## src/hdl/fetch_cfg.svh

```systemverilog
`ifndef FETCH_CFG_SVH
`define FETCH_CFG_SVH

// Fetch tag width, wraps around
`define FETCH_TAG_BITS 4

// Cache geometry, one 32-bit word per line
`define ICACHE_INDEX_BITS 4
`define ICACHE_LINES (1 << `ICACHE_INDEX_BITS)

// Address tag kept per line (word address bits above the index)
`define ICACHE_TAG_BITS (30 - `ICACHE_INDEX_BITS)

// First PC fetched after reset
`define FETCH_RESET_PC 32'h0000_0000

// Byte step between sequential instructions
`define FETCH_PC_STEP 32'd4

`endif

```

## src/hdl/cpu_pkg.sv

```systemverilog
`include "fetch_cfg.svh"

package cpu_pkg;

	// Major opcode in instruction bits 31:28
	typedef enum logic [3:0] {
		OP_ALU       = 4'h0,
		OP_LOAD      = 4'h1,
		OP_STORE     = 4'h2,
		OP_JUMP      = 4'h3,
		OP_JUMP_COND = 4'h4,
		OP_NOP       = 4'h5
	} opcode_e;

	// Fetch controller states
	typedef enum logic {
		RUN         = 1'b0,
		WAIT_BRANCH = 1'b1
	} fetch_state_e;

	// Memory bus request, held until the ready pulse
	typedef struct packed {
		logic        req;
		logic [31:0] addr;
	} bus_req_t;

	// One item handed to the pipeline
	typedef struct packed {
		logic [`FETCH_TAG_BITS-1:0] tag;
		logic [31:0]                instr;
		logic [31:0]                pc;
	} fetch_out_t;

	// Branch outcome from the back end
	typedef struct packed {
		logic [`FETCH_TAG_BITS-1:0] tag;
		logic [31:0]                next_pc;
	} branch_resolve_t;

endpackage

```

## src/hdl/icache.sv

```systemverilog
`timescale 1ns/10ps
`include "fetch_cfg.svh"

module icache (
	input  logic              i_clock,
	input  logic              i_reset,

	// Lookup side
	input  logic [31:0]       i_pc,
	input  logic              i_hold,
	output logic [31:0]       o_rdata,
	output logic              o_hit,

	// Memory bus
	output cpu_pkg::bus_req_t o_bus,
	input  logic              i_bus_ready,
	input  logic [31:0]       i_bus_rdata
);

	// Per line state
	logic [`ICACHE_LINES-1:0]    line_valid;
	logic [`ICACHE_TAG_BITS-1:0] line_tag [`ICACHE_LINES];
	logic [31:0]                 line_data [`ICACHE_LINES];

	// Address split of the lookup PC
	logic [`ICACHE_INDEX_BITS-1:0] pc_index;
	logic [`ICACHE_TAG_BITS-1:0]   pc_tag;

	// Address split of the word being filled
	logic [`ICACHE_INDEX_BITS-1:0] fill_index;
	logic [`ICACHE_TAG_BITS-1:0]   fill_tag;

	logic        req_q;
	logic [31:0] addr_q;
	logic        start_fill;
	logic        fill_done;

	assign pc_index = i_pc[`ICACHE_INDEX_BITS+1:2];
	assign pc_tag   = i_pc[31:`ICACHE_INDEX_BITS+2];

	assign fill_index = addr_q[`ICACHE_INDEX_BITS+1:2];
	assign fill_tag   = addr_q[31:`ICACHE_INDEX_BITS+2];

	// Combinational lookup
	assign o_rdata = line_data[pc_index];
	assign o_hit   = line_valid[pc_index] && (line_tag[pc_index] == pc_tag);

	// Only one fill in flight, none started under hold
	assign start_fill = !req_q && !o_hit && !i_hold;
	assign fill_done  = req_q && i_bus_ready;

	assign o_bus.req  = req_q;
	assign o_bus.addr = addr_q;

	// Request level and valid bits
	always_ff @(posedge i_clock) begin
		if (i_reset) begin
			req_q <= 1'b0;
			line_valid <= '0;
		end else if (fill_done) begin
			req_q <= 1'b0;
			line_valid[fill_index] <= 1'b1;
		end else if (start_fill) begin
			req_q <= 1'b1;
		end
	end

	// Request address, captured word aligned
	always_ff @(posedge i_clock) begin
		if (start_fill) begin
			addr_q <= {i_pc[31:2], 2'b00};
		end
	end

	// Line write on the ready cycle
	always_ff @(posedge i_clock) begin
		if (fill_done) begin
			line_tag[fill_index]  <= fill_tag;
			line_data[fill_index] <= i_bus_rdata;
		end
	end

	// Held request keeps its address until ready
	a_req_stable: assert property (
		@(posedge i_clock) disable iff (i_reset)
		(req_q && !i_bus_ready) |=> (req_q && $stable(addr_q))
	) else $error("icache: bus request dropped or address moved before ready");

	// Memory side must not answer an idle bus
	a_ready_with_req: assert property (
		@(posedge i_clock) disable iff (i_reset)
		i_bus_ready |-> req_q
	) else $error("icache: bus ready without a pending request");

endmodule

```

## src/hdl/cpu_fetch.sv

```systemverilog
`timescale 1ns/10ps
`include "fetch_cfg.svh"

module cpu_fetch (
	input  logic                     i_clock,
	input  logic                     i_reset,
	input  logic                     i_stall,

	// Back end branch result
	input  cpu_pkg::branch_resolve_t i_resolve,

	// Pipeline output
	output cpu_pkg::fetch_out_t      o_out,

	// Cache side
	output logic [31:0]              o_pc,
	output logic                     o_cache_hold,
	input  logic [31:0]              i_cache_rdata,
	input  logic                     i_cache_hit
);

	cpu_pkg::fetch_state_e state_q;
	cpu_pkg::fetch_state_e state_d;

	logic [31:0] pc_q;
	logic [31:0] pc_d;

	cpu_pkg::fetch_out_t out_q;
	cpu_pkg::fetch_out_t out_d;

	// Branch detection from the opcode field only
	cpu_pkg::opcode_e opcode;
	logic             is_branch;
	logic             resolve_match;

	assign opcode    = cpu_pkg::opcode_e'(i_cache_rdata[31:28]);
	assign is_branch = (opcode == cpu_pkg::OP_JUMP) || (opcode == cpu_pkg::OP_JUMP_COND);

	assign resolve_match = (i_resolve.tag == out_q.tag);

	assign o_out        = out_q;
	assign o_pc         = pc_q;
	assign o_cache_hold = i_stall || (state_q == cpu_pkg::WAIT_BRANCH);

	always_comb begin
		state_d = state_q;
		pc_d    = pc_q;
		out_d   = out_q;

		// Stall freezes everything
		if (!i_stall) begin
			case (state_q)
				cpu_pkg::RUN: begin
					if (i_cache_hit) begin
						out_d.tag   = out_q.tag + 1'b1;
						out_d.instr = i_cache_rdata;
						out_d.pc    = pc_q;

						if (is_branch) begin
							// Hold the PC until the back end resolves
							state_d = cpu_pkg::WAIT_BRANCH;
						end else begin
							pc_d = pc_q + `FETCH_PC_STEP;
						end
					end
				end

				cpu_pkg::WAIT_BRANCH: begin
					// Only the resolve for our own branch counts
					if (resolve_match) begin
						pc_d    = i_resolve.next_pc;
						state_d = cpu_pkg::RUN;
					end
				end

				default: begin
					state_d = cpu_pkg::RUN;
				end
			endcase
		end
	end

	always_ff @(posedge i_clock) begin
		if (i_reset) begin
			state_q <= cpu_pkg::RUN;
			pc_q    <= `FETCH_RESET_PC;
			out_q   <= '0;
		end else begin
			state_q <= state_d;
			pc_q    <= pc_d;
			out_q   <= out_d;
		end
	end

	// PC parked while waiting on an unresolved branch
	a_pc_held: assert property (
		@(posedge i_clock) disable iff (i_reset)
		(state_q == cpu_pkg::WAIT_BRANCH && (i_stall || !resolve_match)) |=> $stable(pc_q)
	) else $error("cpu_fetch: PC moved while waiting for branch resolve");

	// Tag sequence has no gaps outside reset
	a_tag_step: assert property (
		@(posedge i_clock) disable iff (i_reset)
		(!$past(i_reset) && (out_q.tag != $past(out_q.tag)))
			|-> (out_q.tag == `FETCH_TAG_BITS'($past(out_q.tag) + 1'b1))
	) else $error("cpu_fetch: output tag did not step by one");

endmodule

```

## src/hdl/fetch_top.sv

```systemverilog
`timescale 1ns/10ps

module fetch_top (
	input  logic                     i_clock,
	input  logic                     i_reset,
	input  logic                     i_stall,

	// Back end
	input  cpu_pkg::branch_resolve_t i_resolve,
	output cpu_pkg::fetch_out_t      o_fetch,

	// Memory bus
	output cpu_pkg::bus_req_t        o_bus,
	input  logic                     i_bus_ready,
	input  logic [31:0]              i_bus_rdata
);

	// Fetch to cache
	logic [31:0] fetch_pc;
	logic        cache_hold;
	logic [31:0] cache_rdata;
	logic        cache_hit;

	cpu_fetch u_fetch (
		.i_clock       (i_clock),
		.i_reset       (i_reset),
		.i_stall       (i_stall),
		.i_resolve     (i_resolve),
		.o_out         (o_fetch),
		.o_pc          (fetch_pc),
		.o_cache_hold  (cache_hold),
		.i_cache_rdata (cache_rdata),
		.i_cache_hit   (cache_hit)
	);

	icache u_icache (
		.i_clock     (i_clock),
		.i_reset     (i_reset),
		.i_pc        (fetch_pc),
		.i_hold      (cache_hold),
		.o_rdata     (cache_rdata),
		.o_hit       (cache_hit),
		.o_bus       (o_bus),
		.i_bus_ready (i_bus_ready),
		.i_bus_rdata (i_bus_rdata)
	);

endmodule

```

## config.mk

```make
export PLATFORM = sky130hd
export DESIGN_NAME = fetch_top
export DESIGN_NICKNAME = d
export VERILOG_FILES = /design/src/hdl/cpu_pkg.sv /design/src/hdl/icache.sv /design/src/hdl/cpu_fetch.sv /design/src/hdl/fetch_top.sv
export VERILOG_INCLUDE_DIRS = /design/src /design/src/hdl
export SDC_FILE = /design/constraint.sdc
export NUM_CORES = 1
export LEC_CHECK = 0
export CORE_ASPECT_RATIO = 0.5
export CORE_UTILIZATION = 40
export CTS_BUF_LIST = sky130_fd_sc_hd__clkbuf_8
export DETAILED_ROUTE_END_ITERATION = 7
export DONT_BUFFER_PORTS = 1
export PLACE_DENSITY = 0.52
export SYNTH_ARGS = -nofsm -noshare
export SYNTH_HDL_FRONTEND = slang
export SYNTH_HIERARCHICAL = 1
export SYNTH_SLANG_ARGS = --single-unit
```

## constraint.sdc

```tcl
create_clock -name i_clock -period 16.35 [get_ports i_clock]
set_clock_uncertainty 0.15 [all_clocks]
set_input_delay 0 -clock i_clock [delete_from_list [all_inputs] [get_ports i_clock]]
set_output_delay 0 -clock i_clock [all_outputs]
set_load 0.05 [all_outputs]
```

==> metrics <==
CTS Buf Count=between 150 and 200; #FFs+latches synth=approximately 1100; critical path fanouts, max=between 60 and 70; Bufs on Longest Clock Path=3; CP Launch Type=register; placed insts=3505; DR WL/cell=between 20 and 30 µm; most common cell after layout, fill and taps aside=edfxtp_1; critical path arrival=8950 ps; FFs w/ async S/R, synth=0%; Seq/Total Area, Yosys=74.48%; fin. max-slew vios=0; Worst Hold Class=input pin to register; initial antenna violation count=5; Tmin final=8360 ps; Setup Fix Bufs, Post-CTS=0; row cnt=83; H-tree Lvls=4; switching share of power=22.71%; final hold vios=0; IO buf count=0; HPWL after DPL=between 50000 and 60000 µm; Internal Power=0.004091 W; ys flop type=edfxtp_1; worst vdd ir=0.07851 mV; vias in the first global route=~22000; Max Cap Viol=0; fin crit share=51.13%; RSZ-0062 raised after global routing=false; WP data required=16940 ps; largest area contributor in the netlist=edfxtp_1; Hold Buf Count CTS=between 100 and 150; Reg area=31140 µm²; commonest non-fill, non-tap cells in the layout=edfxtp_1, mux4_2, clkbuf_8; Leakage Power=14.67 nW; synth unique cells=70; hold wc startpoint=i_resolve[34]; Die Span X=459.2 µm; Via-to-Cell Ratio=about 5.6; Setup crit start=u_fetch/o_pc[2]$_SDFFE_PP0P_; Fmax=between 100 and 150 MHz; CTS tree=yes; Net Switching=0.001202 W; Flop pwr share=58.4%; area of the multi-input gates=10140 µm²; cell count after synthesis=roughly 2200; CTS clk-pin slew, worst paths=approximately 60 ps; CTS sink cnt=1076; Final Wtd Congestion=0.8495; crit end category=register; Root Driver=clkbuf_8; Die Area=105900 µm²; final hold slack=approximately 70 ps; outcome=finished clean; number of I/O pins=173; Final Net Count=between 2000 and 2500; final setup fails=0; Clock power frac=approximately 39%; combinational group share of total power=2.8%; largest net degree at the start of global routing=142; Rel. slew slack=between 20% and 30%; initial drt markers=~2000; area fraction of the dominant cell type after synthesis=68.82%; DR pass1 iterations=6; DP Worst Slack=8685 ps; aggregate global-route resource usage=21.42%; critical path class=register to register; cts repair resizes=0; EDFF count, synth=958; Layout Cells excl Fill=between 3000 and 4000; fillcell total=8747; worst r2r src=u_fetch/o_pc[2]$_SDFFE_PP0P_; via count=22050; Die H=~230 µm; Initial Utilization=between 40% and 50%; Mapped Area=~42000 µm²; antenna viol nets, final=0; worst-margin pin slew=1142 ps; final wirelength=112700 µm; first-pass GRT wire length=160700 µm; core area=103100 µm²; setup TNS=0 ps; layout overhead on the synthesized area=14.57%; layout cell share with drive strength beyond 1=between 20% and 30%; Post-Syn Area per Cell=19.26 µm²; Yosys Warn Count=6; pwr dens=110.5 nW/µm²; grt ovf=0; DRC=0; clk_lat worst skew=860 ps; Synth area leaders=edfxtp_1, mux4_2, dfxtp_1; setup ws final=7990 ps
-- routing by layer --
metal  routed length, µm  up-vias  part of all wire [%]  GRT usage (%)
li1                    -     9353                     -              -
met1               48270    11840                    43          29.18
met2               55950      702                    50          35.28
met3                6226      151                   5.5          3.652
met4                2248        0                   2.0          6.626
met5                   0        -                     0              0
-- path summary, 6_finish.rpt --
path / endpoint / slack [ps] / cells past startpoint
setup reg to reg: u_fetch/o_pc[2]$_SDFFE_PP0P_ / 7990 / 17
setup / recovery: u_fetch/o_pc[2]$_SDFFE_PP0P_ / 7990 / 17
hold reg to reg: u_fetch/o_pc[1]$_SDFFE_PP0P_ / 310 / 2
hold / removal: u_fetch/state_q$_SDFFE_PP0N_ / 70 / 5
-- power groups by stage --
stage	Combinational, W	Sequential [W]	Clock (W)
after detailed placement	0.000101	0.00315	0
after global placement	0.000101	0.00315	0
after floorplan	0.0000702	0.00313	0
final	0.000149	0.00309	0.00205
after global routing	0.000157	0.00310	0.00222
after CTS	0.000149	0.00309	0.00211
-- final cells by class --
class,count,share of cell area [%]
Antenna cell,2,0.01045
Clock buffer,173,4.972
Clock inverter,114,1.160
Inverter,6,0.05225
Multi-Input combinational cell,965,21.18
Sequential cell,1076,65.03
Tap cell,1402,3.663
Timing Repair Buffer,198,3.935
-- synth_stat cells (21+ instances only) --
cell type and n:
edfxtp_1 958, buf_2 35, clkbuf_1 57, xor2_1 21
nor3_1 26, nand4_1 22, nor2_1 75, a21oi_1 93
dfxtp_1 118, nand3_1 24, mux4_2 250, nand2_1 164
mux2i_1 82
-- critical path, cell delays in order (launching register included) --
cell and delay [ps]:
dfxtp_4 900, buf_4 790, buf_4 600, mux4_2 570, mux2i_1 180, o221ai_1 160, a31oi_1 240, o2111ai_1 150
or3_1 430, nor4bb_1 620, or3b_4 440, buf_4 390, nor3_2 640, a21oi_2 330, a211oi_1 350, dlygate4sd3_1 590
nor3_1 50, dlygate4sd3_1 590
-- through the flow --
| stage | util (%) | total power [W] | area [µm²] |
|---|---|---|---|
| floorplan | - | 0.003201 | 41800 |
| global placement | 42.19 | 0.003253 | 43510 |
| detailed placement | 42.19 | 0.003255 | 43510 |
| CTS | 46.44 | 0.005351 | 47890 |
| global route | 46.44 | 0.005476 | 47890 |
| finish | 46.44 | 0.005294 | 47890 |
-- cells by family (layout without fill, tap and decap cells) --
| family | Yosys count | count (layout) | synth area share [%] |
|---|---|---|---|
| muxes | 338 | 338 | 15.75 |
| other | 1 | 4 | 0.008972 |
| DFF | 1076 | 1076 | 74.48 |
| AOI/OAI and AO/OA | 194 | 194 | 2.895 |
| adders and majority gates | 2 | 2 | 0.05986 |
| xor gates and xnor gates | 39 | 39 | 0.8172 |
| buffers and inverters | 130 | 491 | 1.566 |
| and+or+nand+nor | 390 | 390 | 4.433 |
-- sequential cells by signal, summed over array words and instances, names as in the netlist --
name,flops
u_fetch/o_pc,32
u_icache/addr_q,30
u_icache/line_tag,416
u_fetch/state_q,1
u_fetch/o_out,68
u_icache/req_q,1
u_icache/line_data,512
u_icache/line_valid,16
Power figures use the tool's default switching activity.
